`config.mk`:
```
export PLATFORM = sky130hd
export DESIGN_NAME = arcade_glue_top
export DESIGN_NICKNAME = d
export VERILOG_FILES = /design/src/verilog/arcade_glue_pkg.sv /design/src/verilog/arcade_glue_top.sv /design/src/verilog/video_out.sv /design/src/verilog/input_mapper.sv /design/src/verilog/pause_ctrl.sv /design/src/verilog/reset_gen.sv /design/src/verilog/rom_loader.sv
export SDC_FILE = /design/constraint.sdc
export NUM_CORES = 1
export LEC_CHECK = 0
export CORE_UTILIZATION = 40
export DETAILED_ROUTE_END_ITERATION = 10
export DONT_BUFFER_PORTS = 1
export PLACE_DENSITY = 0.53
export SLEW_MARGIN = 20
export SYNTH_ARGS = -nofsm -noshare
export SYNTH_HDL_FRONTEND = slang
export SYNTH_HIERARCHICAL = 1
export SYNTH_SLANG_ARGS = --single-unit
```
`constraint.sdc`:
```
create_clock -name clk_sys -period 2.9 [get_ports clk_sys]
set_clock_uncertainty 0.1 [all_clocks]
set_input_delay 0 -clock clk_sys [delete_from_list [all_inputs] [get_ports clk_sys]]
set_output_delay 0 -clock clk_sys [all_outputs]
set_load 0.03 [all_outputs]
```
`src/verilog/arcade_glue_pkg.sv`:
```
/*
 * Shared types for the arcade board glue logic
 * Menu settings, player and cabinet controls, video word
 * Download indices, ROM windows and variant codes
 */
`default_nettype none

package arcade_glue_pkg;

	// ========================================
	// Menu settings
	// ========================================
	typedef struct packed {
		logic       reset_req;
		logic       orient_horz;
		logic       pause_osd_off;
		logic [1:0] aspect;      // 0 original, 1 full, 2/3 custom
		logic [1:0] joy_mode;    // 0 off, 1 DB9MD, 2/3 DB15
		logic       two_players;
	} osd_settings_t;

	// ========================================
	// Controls
	// ========================================
	typedef struct packed {
		logic up;
		logic down;
		logic left;
		logic right;
		logic fire_a;
		logic fire_b;
	} player_ctrl_t;

	typedef struct packed {
		logic coin1;
		logic coin2;
		logic start1;
		logic start2;
		logic pause_btn;
	} cabinet_ctrl_t;

	typedef logic [15:0] joy_word_t;

	// ========================================
	// Video
	// ========================================
	typedef struct packed {
		logic [3:0] r;
		logic [3:0] g;
		logic [3:0] b;
	} rgb_t;

	typedef struct packed {
		rgb_t rgb;
		logic hblank;
		logic vblank;
		logic hs;
		logic vs;
	} video_t;

	// Download interface
	typedef logic [24:0] dl_addr_t;

	localparam logic [7:0] IDX_ROM     = 8'd0;
	localparam logic [7:0] IDX_VARIANT = 8'd1;
	localparam logic [7:0] IDX_DIP     = 8'd254;

	// Sound ROM sits between these two addresses
	localparam dl_addr_t SND_ROM_BASE = 25'h0020000;
	localparam dl_addr_t GFX_ROM_BASE = 25'h0030000;

	localparam logic [7:0] VARIANT_BATTROAD = 8'h06;
	localparam logic [7:0] VARIANT_YOUJYUDN = 8'h0B;

endpackage

`default_nettype wire
```
`src/verilog/arcade_glue_top.sv`:
```
/*
 * Arcade board glue top level
 * Download decode, reset, pause, input mapping and video output
 */
`default_nettype none

module arcade_glue_top #(
	parameter int RESET_HOLD = 65535,
	parameter int DIM_CYCLES = 240000000
) (
	input  logic                           clk_sys,
	input  logic                           rst,
	// Download stream
	input  logic                           ioctl_download,
	input  logic                           ioctl_wr,
	input  logic [7:0]                     ioctl_index,
	input  arcade_glue_pkg::dl_addr_t      ioctl_addr,
	input  logic [7:0]                     ioctl_dout,
	// Menu and framework
	input  arcade_glue_pkg::osd_settings_t settings,
	input  logic                           user_button,
	input  logic                           osd_status,
	input  logic                           hs_access,
	// Joysticks
	input  arcade_glue_pkg::joy_word_t     usb_joy1,
	input  arcade_glue_pkg::joy_word_t     usb_joy2,
	input  arcade_glue_pkg::joy_word_t     db_joy1,
	input  arcade_glue_pkg::joy_word_t     db_joy2,
	// Video from the game
	input  arcade_glue_pkg::video_t        video_in,
	// To the game and memories
	output logic [7:0]                     core_mod,
	output logic [7:0]                     dip_sw0,
	output logic [7:0]                     dip_sw1,
	output logic                           snd_rom_we,
	output logic                           port1_req,
	output logic                           port2_req,
	output logic                           rom_loaded,
	output logic                           game_reset,
	output arcade_glue_pkg::player_ctrl_t  p1,
	output arcade_glue_pkg::player_ctrl_t  p2,
	output arcade_glue_pkg::cabinet_ctrl_t cab,
	output logic                           user_osd,
	output logic                           paused,
	output logic                           dim,
	// Video to the scaler
	output arcade_glue_pkg::video_t        video_o,
	output logic [12:0]                    video_arx,
	output logic [12:0]                    video_ary,
	output logic                           rotate_ccw
);

	rom_loader u_rom_loader (
		.clk_sys        (clk_sys),
		.rst            (rst),
		.ioctl_download (ioctl_download),
		.ioctl_wr       (ioctl_wr),
		.ioctl_index    (ioctl_index),
		.ioctl_addr     (ioctl_addr),
		.ioctl_dout     (ioctl_dout),
		.rom_download   (),
		.rom_loaded     (rom_loaded),
		.core_mod       (core_mod),
		.dip_sw0        (dip_sw0),
		.dip_sw1        (dip_sw1),
		.snd_rom_we     (snd_rom_we),
		.port1_req      (port1_req),
		.port2_req      (port2_req)
	);

	reset_gen #(
		.RESET_HOLD (RESET_HOLD)
	) u_reset_gen (
		.clk_sys     (clk_sys),
		.rst         (rst),
		.reset_req   (settings.reset_req),
		.user_button (user_button),
		.rom_loaded  (rom_loaded),
		.game_reset  (game_reset)
	);

	// Pause button comes from the mapped cabinet controls
	pause_ctrl #(
		.DIM_CYCLES (DIM_CYCLES)
	) u_pause_ctrl (
		.clk_sys       (clk_sys),
		.rst           (rst),
		.pause_btn     (cab.pause_btn),
		.hs_access     (hs_access),
		.osd_status    (osd_status),
		.pause_osd_off (settings.pause_osd_off),
		.paused        (paused),
		.dim           (dim)
	);

	input_mapper u_input_mapper (
		.settings (settings),
		.usb_joy1 (usb_joy1),
		.usb_joy2 (usb_joy2),
		.db_joy1  (db_joy1),
		.db_joy2  (db_joy2),
		.p1       (p1),
		.p2       (p2),
		.cab      (cab),
		.user_osd (user_osd)
	);

	video_out u_video_out (
		.clk_sys    (clk_sys),
		.rst        (rst),
		.video_in   (video_in),
		.dim        (dim),
		.core_mod   (core_mod),
		.settings   (settings),
		.video_o    (video_o),
		.video_arx  (video_arx),
		.video_ary  (video_ary),
		.rotate_ccw (rotate_ccw)
	);

endmodule

`default_nettype wire

```
`src/verilog/video_out.sv`:
```
/*
 * Video output stage
 * Registered video with dimming, rotation decode, aspect ratio
 */
`default_nettype none

module video_out (
	input  logic                           clk_sys,
	input  logic                           rst,
	input  arcade_glue_pkg::video_t        video_in,
	input  logic                           dim,
	input  logic [7:0]                     core_mod,
	input  arcade_glue_pkg::osd_settings_t settings,
	output arcade_glue_pkg::video_t        video_o,
	output logic [12:0]                    video_arx,
	output logic [12:0]                    video_ary,
	output logic                           rotate_ccw
);
	import arcade_glue_pkg::*;

	rgb_t rgb_dimmed;
	logic landscape;
	logic wide;

	assign rgb_dimmed.r = {1'b0, video_in.rgb.r[3:1]};
	assign rgb_dimmed.g = {1'b0, video_in.rgb.g[3:1]};
	assign rgb_dimmed.b = {1'b0, video_in.rgb.b[3:1]};

	always_ff @(posedge clk_sys) begin
		video_o.rgb <= dim ? rgb_dimmed : video_in.rgb;
	end

	// Blank the output until the game drives timing
	always_ff @(posedge clk_sys) begin
		if (rst) begin
			{video_o.hblank, video_o.vblank, video_o.hs, video_o.vs} <= 4'b1100;
		end else begin
			video_o.hblank <= video_in.hblank;
			video_o.vblank <= video_in.vblank;
			video_o.hs     <= video_in.hs;
			video_o.vs     <= video_in.vs;
		end
	end

	// Two titles run on a vertical monitor
	assign landscape  = (core_mod != VARIANT_BATTROAD) && (core_mod != VARIANT_YOUJYUDN);
	assign rotate_ccw = (core_mod == VARIANT_YOUJYUDN);
	assign wide       = settings.orient_horz || landscape;

	assign video_arx = (settings.aspect == 2'd0) ? (wide ? 13'd4 : 13'd3)
	                                             : ({11'd0, settings.aspect} - 13'd1);
	assign video_ary = (settings.aspect == 2'd0) ? (wide ? 13'd3 : 13'd4) : 13'd0;

endmodule

`default_nettype wire

```
`src/verilog/input_mapper.sv`:
```
/*
 * Joystick source selection
 * USB or user-port DB words mapped to player and cabinet controls
 */
`default_nettype none

module input_mapper (
	input  arcade_glue_pkg::osd_settings_t settings,
	input  arcade_glue_pkg::joy_word_t     usb_joy1,
	input  arcade_glue_pkg::joy_word_t     usb_joy2,
	input  arcade_glue_pkg::joy_word_t     db_joy1,
	input  arcade_glue_pkg::joy_word_t     db_joy2,
	output arcade_glue_pkg::player_ctrl_t  p1,
	output arcade_glue_pkg::player_ctrl_t  p2,
	output arcade_glue_pkg::cabinet_ctrl_t cab,
	output logic                           user_osd
);
	import arcade_glue_pkg::*;

	logic      db1_en;
	logic      db2_en;
	joy_word_t joy1;
	joy_word_t joy2;

	// Repack a DB word into the USB layout
	// bit 8 coin, 7 start2, 6 start1, 5..0 fire and directions
	function automatic joy_word_t map_db(input joy_word_t db, input logic swap_start);
		logic coin;
		logic s1;
		logic s2;
		coin = db[11] | (db[10] & db[5]);
		s1   = swap_start ? db[10] : db[9];
		s2   = swap_start ? db[9] : db[10];
		return {7'd0, coin, s2, s1, db[5:0]};
	endfunction

	function automatic player_ctrl_t to_player(input joy_word_t w);
		player_ctrl_t p;
		p.up     = w[3];
		p.down   = w[2];
		p.left   = w[1];
		p.right  = w[0];
		p.fire_a = w[4];
		p.fire_b = w[5];
		return p;
	endfunction

	assign db1_en = settings.joy_mode != 2'd0;
	assign db2_en = db1_en && settings.two_players;

	// With DB port 1 active, USB joystick 1 moves over to player 2
	assign joy1 = db1_en ? map_db(db_joy1, 1'b0) : usb_joy1;
	assign joy2 = db2_en ? map_db(db_joy2, 1'b1) : (db1_en ? usb_joy1 : usb_joy2);

	assign p1 = to_player(joy1);
	assign p2 = to_player(joy2);

	assign cab.coin1     = joy1[8];
	assign cab.coin2     = joy2[8];
	assign cab.start1    = joy1[6] | joy2[6];
	assign cab.start2    = joy1[7] | joy2[7];
	assign cab.pause_btn = joy1[9] | joy2[9];

	// Menu button combo on the first DB pad
	assign user_osd = db1_en && db_joy1[10] && db_joy1[6];

endmodule

`default_nettype wire

```
`src/verilog/pause_ctrl.sv`:
```
/*
 * Pause control
 * Button toggle, high-score and menu pause, dim timer
 */
`default_nettype none

module pause_ctrl #(
	parameter int DIM_CYCLES = 240000000
) (
	input  logic clk_sys,
	input  logic rst,
	input  logic pause_btn,
	input  logic hs_access,
	input  logic osd_status,
	input  logic pause_osd_off,
	output logic paused,
	output logic dim
);

	localparam int TW = $clog2(DIM_CYCLES + 1);

	logic          btn_last;
	logic          pause_toggle;
	logic [TW-1:0] dim_timer;

	// High-score access and an open menu also stop the game
	assign paused = pause_toggle || hs_access || (osd_status && !pause_osd_off);

	always_ff @(posedge clk_sys) begin
		if (rst) begin
			btn_last     <= 1'b0;
			pause_toggle <= 1'b0;
		end else begin
			btn_last <= pause_btn;
			if (pause_btn && !btn_last) begin
				pause_toggle <= ~pause_toggle;
			end
		end
	end

	// Saturating count of paused cycles
	always_ff @(posedge clk_sys) begin
		if (rst) begin
			dim_timer <= '0;
		end else if (!paused) begin
			dim_timer <= '0;
		end else if (dim_timer != TW'(DIM_CYCLES)) begin
			dim_timer <= dim_timer + 1'b1;
		end
	end

	assign dim = (dim_timer == TW'(DIM_CYCLES));

	// Screen brightens again right after unpausing
	a_dim_clears: assert property (
		@(posedge clk_sys) disable iff (rst)
		!paused |=> !dim
	);

endmodule

`default_nettype wire

```
`src/verilog/reset_gen.sv`:
```
/*
 * Game reset generator
 * Holds the game in reset for a fixed count after the last cause
 */
`default_nettype none

module reset_gen #(
	parameter int RESET_HOLD = 65535
) (
	input  logic clk_sys,
	input  logic rst,
	input  logic reset_req,
	input  logic user_button,
	input  logic rom_loaded,
	output logic game_reset
);

	localparam int CW = $clog2(RESET_HOLD + 1);

	logic          cause;
	logic [CW-1:0] hold_cnt;

	// Any of these keeps the game stopped
	assign cause = reset_req || user_button || !rom_loaded;

	always_ff @(posedge clk_sys) begin
		if (rst) begin
			hold_cnt   <= CW'(RESET_HOLD);
			game_reset <= 1'b1;
		end else begin
			if (cause) begin
				hold_cnt <= CW'(RESET_HOLD);
			end else if (hold_cnt != '0) begin
				hold_cnt <= hold_cnt - 1'b1;
			end
			game_reset <= cause || (hold_cnt != '0);
		end
	end

	a_reset_follows_cause: assert property (
		@(posedge clk_sys) disable iff (rst)
		cause |=> game_reset
	);

endmodule

`default_nettype wire

```
`src/verilog/rom_loader.sv`:
```
/*
 * ROM download decoder
 * Variant and DIP byte registers, sound ROM write strobe,
 * SDRAM port request toggles and the loaded flag
 */
`default_nettype none

module rom_loader (
	input  logic                      clk_sys,
	input  logic                      rst,
	input  logic                      ioctl_download,
	input  logic                      ioctl_wr,
	input  logic [7:0]                ioctl_index,
	input  arcade_glue_pkg::dl_addr_t ioctl_addr,
	input  logic [7:0]                ioctl_dout,
	output logic                      rom_download,
	output logic                      rom_loaded,
	output logic [7:0]                core_mod,
	output logic [7:0]                dip_sw0,
	output logic [7:0]                dip_sw1,
	output logic                      snd_rom_we,
	output logic                      port1_req,
	output logic                      port2_req
);
	import arcade_glue_pkg::*;

	logic       wr_last;
	logic       wr_rise;
	logic       rom_download_d;
	logic       dl_end;
	logic       in_snd_window;
	logic       dip_wr;
	logic [7:0] dip_bank [8];

	// Index and address decode
	assign rom_download  = ioctl_download && (ioctl_index == IDX_ROM);
	assign in_snd_window = (ioctl_addr >= SND_ROM_BASE) && (ioctl_addr < GFX_ROM_BASE);
	assign snd_rom_we    = ioctl_wr && rom_download && in_snd_window;
	assign dip_wr        = ioctl_wr && (ioctl_index == IDX_DIP) && (ioctl_addr[24:3] == '0);
	assign wr_rise       = ioctl_wr && !wr_last;

	// ========================================
	// Variant and DIP registers
	// ========================================
	always_ff @(posedge clk_sys) begin
		if (rst) begin
			core_mod <= '0;
			for (int i = 0; i < 8; i++) begin
				dip_bank[i] <= '0;
			end
		end else begin
			if (ioctl_wr && (ioctl_index == IDX_VARIANT)) begin
				core_mod <= ioctl_dout;
			end
			if (dip_wr) begin
				dip_bank[ioctl_addr[2:0]] <= ioctl_dout;
			end
		end
	end

	// Game only reads the first two switch banks
	assign dip_sw0 = dip_bank[0];
	assign dip_sw1 = dip_bank[1];

	// ========================================
	// SDRAM requests and loaded flag
	// ========================================
	always_ff @(posedge clk_sys) begin
		if (rst) begin
			wr_last        <= 1'b0;
			port1_req      <= 1'b0;
			port2_req      <= 1'b0;
			rom_download_d <= 1'b0;
			dl_end         <= 1'b0;
			rom_loaded     <= 1'b0;
		end else begin
			wr_last        <= ioctl_wr;
			rom_download_d <= rom_download;
			dl_end         <= rom_download_d && !rom_download;
			if (rom_download && wr_rise) begin
				port1_req <= ~port1_req;
				// Graphics bytes also go to the second port
				if (ioctl_addr >= GFX_ROM_BASE) begin
					port2_req <= ~port2_req;
				end
			end
			if (dl_end) begin
				rom_loaded <= 1'b1;
			end
		end
	end

	// Requests only toggle while a ROM image is streaming in
	a_req_in_download: assert property (
		@(posedge clk_sys) disable iff (rst)
		$changed({port1_req, port2_req}) |-> $past(rom_download)
	);

endmodule

`default_nettype wire

```
==> results.toml, run 1 <==
[yosys]
synthesis.yosys.warnings = 6
async_reset_ff_share_pct = 0
synth.avg_cell_area_um2 = 9.56
ys.flop_type = "sky130_fd_sc_hd__dfxtp_1"
yosys.area_share.adder_pct = 0.819
syn-instance-count = 479
share_of_the_synthesized_area_in_compound_gates_ao_oa_aoi_oai_pct = 6.58
yosys.area_share.simple_pct = 29.7
post_synth_main_area_contributors = "sky130_fd_sc_hd__dfxtp_1 34%, sky130_fd_sc_hd__edfxtp_1 10%, sky130_fd_sc_hd__nor2_1 4.6%, sky130_fd_sc_hd__buf_4 3.6%, sky130_fd_sc_hd__mux2i_1 3.3%"
synth_top_family_by_area = "simple AND/OR/NAND/NOR gates"
synth_enable_flop_cells = 16
synth_xor_area_share_pct = 5.16
synthDistinctLibCells = 64
post-synth-top-area-cell = "sky130_fd_sc_hd__dfxtp_1"
postSynthRegisterBits = 93
synth_largest_type_area_fraction_pct = 33.7
yosys-mux-area-fraction_pct = 7.46
synth_seq_area_share_pct = 44.1
mapped_cell_area_um2 = 4580

[final_layout]
post_layout_net_count = 673
fin_cells = 679
layout_commonest_cell = "sky130_fd_sc_hd__dfxtp_1"
post_route_cells_drive_above_1_share_pct = 12.2
layout.cells.most_common_list = "77 x sky130_fd_sc_hd__dfxtp_1, 56 x sky130_fd_sc_hd__nor2_1, 49 x sky130_fd_sc_hd__dlygate4sd3_1"
finish.utilization_pct = 49.9
antenna-diode-count = 0
area_growth_pct = 19.6
finish.instance_area_um2 = 5480

[timing]
rsz0062_at_grt = "false"
timing.final.ws_setup_ns = 0.387
layout_worst_path_cycle_share_pct = 86.7
slew_headroom_pct = 30.4
setup-violations-final = 0
hold_viol_final = 0
max_slew.worst_pin.slew_ns = 1.03
post_layout_minimum_cycle_time_ns = 2.51
max_clock_freq_mhz = 398
finalSetupTns_ns = 0
finalMaxSlewViolations = 0

[global_routing]
groute.usage.overall_pct = 18.2
initial_antenna_violation_count = 0
via_count_of_the_first_global_routing_pass = 3421
pin_count_of_the_biggest_net_entering_global_routing = 29
grt_pass1_wl_um = 16400
globalRoute.totalOverflow = 0

[placement]
place_hpwl_um = 7690
postPlaceCellArea_um2 = 4670
detailedPlace.worstSlack_ns = 0.598
routabilityCongestion = 0.845
place.port_buffers = 0
dpl.cell_count = 613

[floorplanning]
placeableCoreArea_um2 = 11000
number_of_rows_created_at_floorplan = 38
floorplan.die.width_um = 109
chipHeight_um = 109
initial_core_util_pct = 41.7
pin_count = 228
design.die.area_um2 = 11900

[route]
dr.first_iter.drc_count = 187
drcViolationCount = 0
drtAntennaViolNets = 0
viasPerCell = 5.30
wire_per_inst_um = 15.9
dr_total_vias = 3597
detail_route.wirelength_um = 10800
detailedRoute.firstPassIterationCount = 4

[critical_path]
worstSetupEndpointType = "flip-flop"
critical_path.max_stage_delay_ns = 0.55
worst_path_max_delay_cell = "sky130_fd_sc_hd__dlygate4sd3_1"
path_cells = "inv_1 -> ha_1 -> or4b_4 -> nor3_4 -> buf_12 -> mux2_2 -> dlygate4sd3_1"
required_ns = 3.03
critical_path_peak_fanout = 14
start_kind = "flip-flop"
arrival_ns = 2.65
timing.rr.start = "u_pause_ctrl/dim_timer[0]"
worstSetupPathType = "reg2reg"
cp-startpoint = "u_pause_ctrl/dim_timer[0]"

[pwr]
ir_worst_vdd_mv = 0.332
p_leak_uw = 0.00197
power_per_cell_area_nw_per_um2 = 520

[cts]
insertion_delay_ns = 0.35
ctsLongestPathBuffers = 2
clock_tree_from_tritoncts = "done"
htreeDepth = 3
post_cts.resized_instances = 0
worst_setup_hold_path_clk_slew_ns = 0.06
tritoncts_num_sinks = 93
root_buffer = "sky130_fd_sc_hd__clkbuf_16"
cts_inserted_buffers = 9

[status]
result_of_the_run = "finished, final reports clean"

[worst_hold_path]
hp-start = "settings[3]"
hold_path_class = "in2out"

[job]
maxcap_viol_count = 0
==> synth_stat cells (all sizes together) (6+ instances only) <==
master,number
o21ai,21
buf,28
xor2,17
nand2,21
or4,8
nor4,13
nand3,17
or3,10
or2,6
and3,9
nor2,57
nor3,15
edfxtp,16
xnor2,10
clkbuf,7
nor2b,13
nand4,13
dfxtp,77
mux2,15
inv,11
and2,19
a21oi,15
mux2i,15
==> cell families (layout without fill, tap and decap cells) <==
| family | after synthesis | after routing |
|---|---|---|
| DFF | 93 | 93 |
| AOI/OAI and AO/OA | 50 | 50 |
| and+or+nand+nor | 229 | 229 |
| muxes | 30 | 30 |
| xor gates and xnor gates | 27 | 27 |
| buffers and inverters | 46 | 87 |
| adders and majority gates | 3 | 3 |
| other | 1 | 20 |
==> per-layer routing <==
layer  vias to the layer above  share of wire (%)  GRT usage, %
met5                         -                  0             0
met4                         0                2.0          8.11
met3                        15                6.5          4.66
met2                       145                 50          31.3
met1                      1659                 42          21.1
li1                       1778                  -             -
==> critical path: cells and delay by family (launching register included) <==
kind | cells | cell delay [ns]
adder cells (fa/ha/maj) | 1 | 0.14
buffers and inverters | 3 | 0.80
flip-flops | 1 | 0.34
multiplexers | 1 | 0.33
AND/OR/NAND/NOR | 2 | 0.69
==> power by group <==
| part | total (uW) | leakage, uW | switching, uW | internal (uW) |
|---|---|---|---|---|
| sequential | 1400 | 0.000779 | 63.2 | 1340 |
| clock | 1190 | 0.000143 | 517 | 675 |
| combinational | 252 | 0.00104 | 163 | 89.7 |
| total | 2850 | 0.00197 | 743 | 2110 |
==> timing repair <==
item | 4_1_cts | 5_1_grt
buffers inserted | 0 | 1
hold buffers | 49 | 0
setup endpoints to repair | 0 | 4
hold endpoints to repair | 81 | 0
==> cell type report <==
type | count | area, um^2
clock buffers | 10 | 229
clock inverters | 6 | 68.8
fillers | 981 | 5500
inverters | 11 | 41.3
multi-input cells | 359 | 2360
flip-flops and latches | 93 | 2020
well taps | 140 | 175
repair buffers | 60 | 586
==> worst paths after layout <==
path                                           endpoint  slack [ns]  depth (start not counted)
worst max register to register   u_video_out/video_o[4]        0.39                          7
worst max-delay path             u_video_out/video_o[4]        0.39                          7
worst min-delay path                       video_arx[0]        0.02                          1
worst min register to register  u_rom_loader/rom_loaded        0.34                          2
==> sequential cells by signal, indices dropped and copies added (netlist names), 8 cells and up <==
name and count:
u_rom_loader/dip_bank 16, u_reset_gen/hold_cnt 16, u_rom_loader/core_mod 8, u_video_out/video_o 16, u_pause_ctrl/dim_timer 28
==> stage by stage <==
stage	hold WS [ns]	power, uW
2_1_floorplan	-0.0284	1640
3_3_place_gp	-0.0256	1640
3_5_place_dp	-0.0240	1640
4_1_cts	0.0168	2870
5_1_grt	0.0191	2950
6_report	0.0167	2850
Power figures use the tool's default switching activity.
==> inputs of run 2 (changes only) <==
--- a/config.mk
+++ b/config.mk
@@ -8,9 +8,9 @@
 export CORE_UTILIZATION = 40
 export DETAILED_ROUTE_END_ITERATION = 10
 export DONT_BUFFER_PORTS = 1
+export MAX_ROUTING_LAYER = met4
 export PLACE_DENSITY = 0.53
 export SLEW_MARGIN = 20
 export SYNTH_ARGS = -nofsm -noshare
 export SYNTH_HDL_FRONTEND = slang
-export SYNTH_HIERARCHICAL = 1
 export SYNTH_SLANG_ARGS = --single-unit
==> run 2 against run 1 <==
Compared with the run above:
- sequential share of layout area increased by 0.98 points
- hold slack improved by 0.0060 ns
- first-iteration DRC count is 19% lower
- core utilization down 1.1 points
- combinational power is 8% lower
- largest cell class unchanged
==> results.toml, run 2 <==
[cts]
cts_post_setup_buffers_inserted = 0
htreeDepth = 3
ctsLongestPathBuffers = 2
root_buffer = "sky130_fd_sc_hd__clkbuf_16"
tritoncts_num_sinks = 93
clock_tree_from_tritoncts = "done"
insertion_delay_ns = 0.34
worst_setup_hold_path_clk_slew_ns = 0.06
cts_inserted_buffers = 9

[yosys]
post-synth-top-area-cell = "sky130_fd_sc_hd__dfxtp_1"
synthDistinctLibCells = 49
mapped_cell_area_um2 = 4550
synth.top_cells.by_count = "77 x sky130_fd_sc_hd__dfxtp_1, 42 x sky130_fd_sc_hd__nor2_1, 31 x sky130_fd_sc_hd__o21ai_0"
syn-instance-count = 492
synth_enable_flop_cells = 16
async_reset_ff_share_pct = 0
postSynthRegisterBits = 93
synth.most_common_cell = "sky130_fd_sc_hd__dfxtp_1"
post_synth_main_area_contributors = "sky130_fd_sc_hd__dfxtp_1 34%, sky130_fd_sc_hd__edfxtp_1 11%, sky130_fd_sc_hd__mux2_2 4.2%, sky130_fd_sc_hd__buf_4 3.6%, sky130_fd_sc_hd__mux2i_1 3.5%"
synthesis.yosys.warnings = 0
synth_largest_type_area_fraction_pct = 33.9
synth.avg_cell_area_um2 = 9.24
ys.flop_type = "sky130_fd_sc_hd__dfxtp_1"
synth_seq_area_share_pct = 44.5

[critical_path]
critical_path_depth = 4
worst-path-buf-inv = 0
path_cells = "or3b_2 -> a2111oi_2 -> nor3b_1 -> a21o_1"
critPathTopFamily = "compound AO/OA/AOI/OAI gates"
critical_path_peak_fanout = 4
arrival_ns = 2.62
critical_path.max_stage_delay_ns = 0.63
worstSetupPathType = "reg2out"
worst_path_max_delay_cell = "sky130_fd_sc_hd__a2111oi_2"
worstSetupEndpointType = "primary output"
start_kind = "flip-flop"
required_ns = 2.80
ff2ff_path_depth = 6

[timing]
layout_worst_path_cycle_share_pct = 94.0
max_clock_freq_mhz = 367
rsz0062_at_grt = "false"
slew_headroom_pct = 30.2
finalSetupTns_ns = 0
max_slew.worst_pin.slew_ns = 1.04
post_layout_minimum_cycle_time_ns = 2.72
hold_viol_final = 0
finalMaxSlewViolations = 0
setup-violations-final = 0
worst_hold_slack_ns = 0.0227

[floorplanning]
design.die.area_um2 = 11800
placeableCoreArea_um2 = 10900
number_of_rows_created_at_floorplan = 38
pin_count = 228
initial_core_util_pct = 41.6
floorplan.die.width_um = 109
chipHeight_um = 109

[placement]
place.port_buffers = 0
place_hpwl_um = 7830
dpl.cell_count = 623
routabilityCongestion = 0.785

[global_routing]
initial_antenna_violation_count = 0
pin_count_of_the_biggest_net_entering_global_routing = 29
globalRoute.totalOverflow = 0
via_count_of_the_first_global_routing_pass = 3444
groute.usage.overall_pct = 19.2
grt_pass1_wl_um = 17100

[route]
drtAntennaViolNets = 0
dr.first_iter.drc_count = 151
wire_per_inst_um = 16.2
viasPerCell = 5.42
detail_route.wirelength_um = 11000
drcViolationCount = 0
detailedRoute.firstPassIterationCount = 5
dr_total_vias = 3668

[status]
result_of_the_run = "finished, final reports clean"

[pwr]
ir_worst_vdd_mv = 0.474
p_leak_uw = 0.00190
power_per_cell_area_nw_per_um2 = 542

[final_layout]
finish.utilization_pct = 48.8
largest_register_ff_count = 28
post_route_cells_drive_above_1_share_pct = 10.4
regMostFlops = "u_pause_ctrl.dim_timer"
layout.cells.most_common_list = "77 x sky130_fd_sc_hd__dfxtp_1, 42 x sky130_fd_sc_hd__nor2_1, 38 x sky130_fd_sc_hd__dlygate4sd3_1"
post_layout_net_count = 672
fin_cells = 677
layout_commonest_cell = "sky130_fd_sc_hd__dfxtp_1"
area_growth_pct = 17.4
antenna-diode-count = 0

[worst_hold_path]
hold_path_class = "in2out"
worst_hold_path_stage_count = 1

[job]
maxcap_viol_count = 0
==> run 2: cell types whose count changed in the layout (fill, tap and decap cells not counted), moves of 5 or more <==
| cell | delta |
|---|---|
| sky130_fd_sc_hd__a31oi_1 | +5 |
| sky130_fd_sc_hd__mux2_2 | +10 |
| sky130_fd_sc_hd__o21ai_0 | +14 |
| sky130_fd_sc_hd__and3_1 | -5 |
| sky130_fd_sc_hd__xor2_1 | -12 |
| sky130_fd_sc_hd__nor4_1 | +9 |
| sky130_fd_sc_hd__and4_1 | +5 |
| sky130_fd_sc_hd__a21oi_1 | +9 |
| sky130_fd_sc_hd__nor2_1 | -14 |
| sky130_fd_sc_hd__mux2_4 | -6 |
| sky130_fd_sc_hd__or4_1 | +10 |
| sky130_fd_sc_hd__dlygate4sd3_1 | -11 |
==> run 2: final cells by class <==
cell class              instances  area (um^2)
fillers                      1012         5600
flip-flops and latches         93         2020
multi-input cells             367         2320
clock inverters                 6         86.3
repair buffers                 47          448
well taps                     140          175
clock buffers                  10          229
inverters                      14         52.6
==> run 2: path summary, 6_finish.rpt <==
kind	startpoint	end	slack, ns
min reg2reg	u_rom_loader.dl_end	u_rom_loader.rom_loaded	0.35
min	settings[3]	video_arx[0]	0.02
max	u_rom_loader.core_mod[2]	video_arx[1]	0.18
max reg2reg	u_pause_ctrl.dim_timer[0]	u_video_out.video_o[13]	0.53
==> run 2: power breakdown <==
part | leakage, uW | internal (uW) | switching, uW
sequential | 0.000779 | 1340 | 63.7
clock | 0.000153 | 756 | 499
combinational | 0.000966 | 76.1 | 157
total | 0.00190 | 2170 | 720
==> run 2: stage by stage <==
stage / total power [uW] / instance area (um^2) / setup WS [ns]
floorplan: 1620 / 4620 / 0.183
global placement: 1610 / 4640 / 0.594
detailed placement: 1620 / 4640 / 0.541
CTS: 2930 / 5340 / 0.222
global route: 3000 / 5340 / 0.0133
finish: 2890 / 5340 / 0.175
==> run 2: layer usage <==
layer  routed length [um]  vias up  track usage (%)  share of wire, %
met5                    0        -                -                 0
met4                  138        0             6.66               1.3
met3                  500       11             4.78               4.5
met2                 5570       91             31.7                51
met1                 4790     1719             22.7                44
li1                     -     1847                -                 -
==> run 2: what timing repair did <==
| action | CTS | global route |
|---|---|---|
| hold buffers | 38 | 0 |
| gates resized for setup | 0 | 0 |
| hold endpoints to repair | 89 | 0 |
==> run 2: kinds of logic (layout without fill, tap and decap cells) <==
| group | count (synthesis) | count (layout) | synth area share [%] |
|---|---|---|---|
| xor gates and xnor gates | 12 | 12 | 2.31 |
| and+or+nand+nor | 220 | 220 | 28.1 |
| adders and majority gates | 4 | 4 | 1.10 |
| muxes | 33 | 33 | 7.73 |
| DFF | 93 | 93 | 44.5 |
| other | 1 | 20 | 0.0825 |
| buffers and inverters | 51 | 77 | 6.25 |
| AOI/OAI and AO/OA | 78 | 78 | 10.0 |
==> inputs of run 3 (changes only) <==
--- a/config.mk
+++ b/config.mk
@@ -5,11 +5,12 @@
 export SDC_FILE = /design/constraint.sdc
 export NUM_CORES = 1
 export LEC_CHECK = 0
-export CORE_UTILIZATION = 40
+export CORE_UTILIZATION = 55
+export CTS_BUF_LIST = sky130_fd_sc_hd__clkbuf_8
 export DETAILED_ROUTE_END_ITERATION = 10
 export DONT_BUFFER_PORTS = 1
 export MAX_ROUTING_LAYER = met4
-export PLACE_DENSITY = 0.53
+export PLACE_DENSITY = 0.69
 export SLEW_MARGIN = 20
 export SYNTH_ARGS = -nofsm -noshare
 export SYNTH_HDL_FRONTEND = slang
==> run 3 against run 2 <==
Compared with the run above:
- via count rose by 2.6%
- global-route usage up 6.9 points
- critical endpoint unchanged
- core utilization increased by 18 points
- cell count decreased by 4.9%
- die area fell by 27%
==> results.toml, run 3 (synthesis results as in run 2) <==
[route]
detailedRoute.firstPassIterationCount = 4
detail_route.wirelength_um = 11000
dr_total_vias = 3762
dr.first_iter.drc_count = 155
wire_per_inst_um = 17.1
viasPerCell = 5.84
drtAntennaViolNets = 0
drcViolationCount = 0

[floorplanning]
chipHeight_um = 92.9
initial_core_util_pct = 58.0
placeableCoreArea_um2 = 7850
floorplan.die.width_um = 92.9
design.die.area_um2 = 8640
number_of_rows_created_at_floorplan = 32
pin_count = 228

[pwr]
ir_worst_vdd_mv = 0.253
power_per_cell_area_nw_per_um2 = 484
p_leak_uw = 0.00187
total_power_uw = 2520

[critical_path]
critical_path.max_stage_delay_ns = 0.67
path_cells = "or4b_2 -> a2111oi_2 -> buf_4 -> nor3b_1 -> a21o_1 -> buf_4"
start_kind = "flip-flop"
critical_path_peak_fanout = 4
worstSetupPathType = "reg2out"
critical_path_depth = 6
worst_path_max_delay_cell = "sky130_fd_sc_hd__or4b_2"
required_ns = 2.80
cp-startpoint = "u_rom_loader.core_mod[1]"
ff2ff_path_depth = 6
critPathMostFrequentCell = "sky130_fd_sc_hd__buf_4"
worstSetupEndpointType = "primary output"
arrival_ns = 2.55
worst-path-buf-inv = 2
critPathTopFamily = "simple AND/OR/NAND/NOR gates"
timing.rr.start = "u_rom_loader.wr_last"

[cts]
ctsLongestPathBuffers = 2
clock_tree_from_tritoncts = "done"
htreeDepth = 3
root_buffer = "sky130_fd_sc_hd__clkbuf_8"
cts_inserted_buffers = 9
worst_setup_hold_path_clk_slew_ns = 0.09
tritoncts_num_sinks = 93
insertion_delay_ns = 0.36

[global_routing]
grt_util_met2_pct = 43.8
globalRoute.totalOverflow = 0
groute.usage.overall_pct = 26.1
gr-max-usage-layer = "met2"
pin_count_of_the_biggest_net_entering_global_routing = 29
grtUsageMet1_pct = 30.4
gr-usage-met3_pct = 7.22
grt_pass1_wl_um = 16900
via_count_of_the_first_global_routing_pass = 3494
initial_antenna_violation_count = 0

[final_layout]
finish.utilization_pct = 66.4
post_layout_net_count = 677
antenna-diode-count = 0
regMostFlops = "u_pause_ctrl.dim_timer"
largest_register_ff_count = 28
layout.filler_cells = 644
layout.cells.most_common_list = "77 x sky130_fd_sc_hd__dfxtp_1, 42 x sky130_fd_sc_hd__nor2_1, 38 x sky130_fd_sc_hd__dlygate4sd3_1"
layout_commonest_cell = "sky130_fd_sc_hd__dfxtp_1"
post_route_cells_drive_above_1_share_pct = 11.3
area_growth_pct = 14.6

[timing]
max_clock_freq_mhz = 377
timing.final.ws_setup_ns = 0.248
slew_headroom_pct = 32.5
worst_hold_slack_ns = 0.0245
post_layout_minimum_cycle_time_ns = 2.65
finalMaxSlewViolations = 0
max_slew.worst_pin.slew_ns = 1.01
setup-violations-final = 0
layout_worst_path_cycle_share_pct = 91.4
hold_viol_final = 0
rsz0062_at_grt = "false"
finalSetupTns_ns = 0

[status]
result_of_the_run = "finished, final reports clean"

[placement]
routabilityCongestion = 0.832
detailedPlace.worstSlack_ns = 0.516
place_hpwl_um = 7860
place.port_buffers = 0

[worst_hold_path]
hold_path_class = "in2out"
worst_hold_path_stage_count = 1
hp-start = "settings[4]"

[job]
maxcap_viol_count = 0
-- run 3: cell count changes in the layout (fill, tap and decap cells not counted), moves of 2 or more --
cell,previous run,this run
sky130_fd_sc_hd__clkbuf_16,9,0
sky130_fd_sc_hd__buf_4,9,14
sky130_fd_sc_hd__inv_6,1,3
sky130_fd_sc_hd__clkbuf_8,0,9
-- run 3: area by class of cell --
class | instances | area [um^2] | area share (%)
Clock inverter | 7 | 73.8 | 1.42
Sequential cell | 93 | 2020 | 38.8
Multi-Input combinational cell | 367 | 2320 | 44.6
Clock buffer | 9 | 124 | 2.38
Inverter | 14 | 52.6 | 1.01
Timing Repair Buffer | 52 | 485 | 9.32
Tap cell | 102 | 128 | 2.45
-- run 3: final timing paths --
kind	endpoint	slack (ns)
worst max-delay path	video_arx[1]	0.25
worst min-delay path	video_ary[1]	0.02
worst max register to register	u_rom_loader.port2_req	0.42
worst min register to register	u_rom_loader.rom_loaded	0.34
-- run 3: worst reg2reg max path: stages, from the launching register on --
cell and delay (ns):
sky130_fd_sc_hd__dfxtp_1 0.32, sky130_fd_sc_hd__nor3b_1 0.18, sky130_fd_sc_hd__nand4_1 0.12, sky130_fd_sc_hd__dlygate4sd3_1 0.62
sky130_fd_sc_hd__a31oi_1 0.15, sky130_fd_sc_hd__dlygate4sd3_1 0.57, sky130_fd_sc_hd__mux2_2 0.32
-- run 3: timing repair --
action,CTS,global route
setup endpoints to repair,0,0
gates resized for setup,0,0
setup buffers,0,0
endpoints found under the hold margin,81,0
hold buffers,38,0
-- run 3: where the power goes --
group	internal, uW	switching [uW]
Sequential	1340	64.6
Clock	405	476
Combinational	80.3	158
-- run 3: through the flow --
step / std cells / area [um^2]
2_1_floorplan: 511 / 4620
3_3_place_gp: 590 / 4630
3_5_place_dp: 590 / 4630
4_1_cts: 644 / 5210
5_1_grt: 644 / 5210
6_report: 644 / 5210
-- run 3: layer usage --
metal,wire length (um),vias to the layer above
li1,-,1853
met1,4650,1746
met2,5390,146
met3,782,17
met4,184,0
met5,0,-
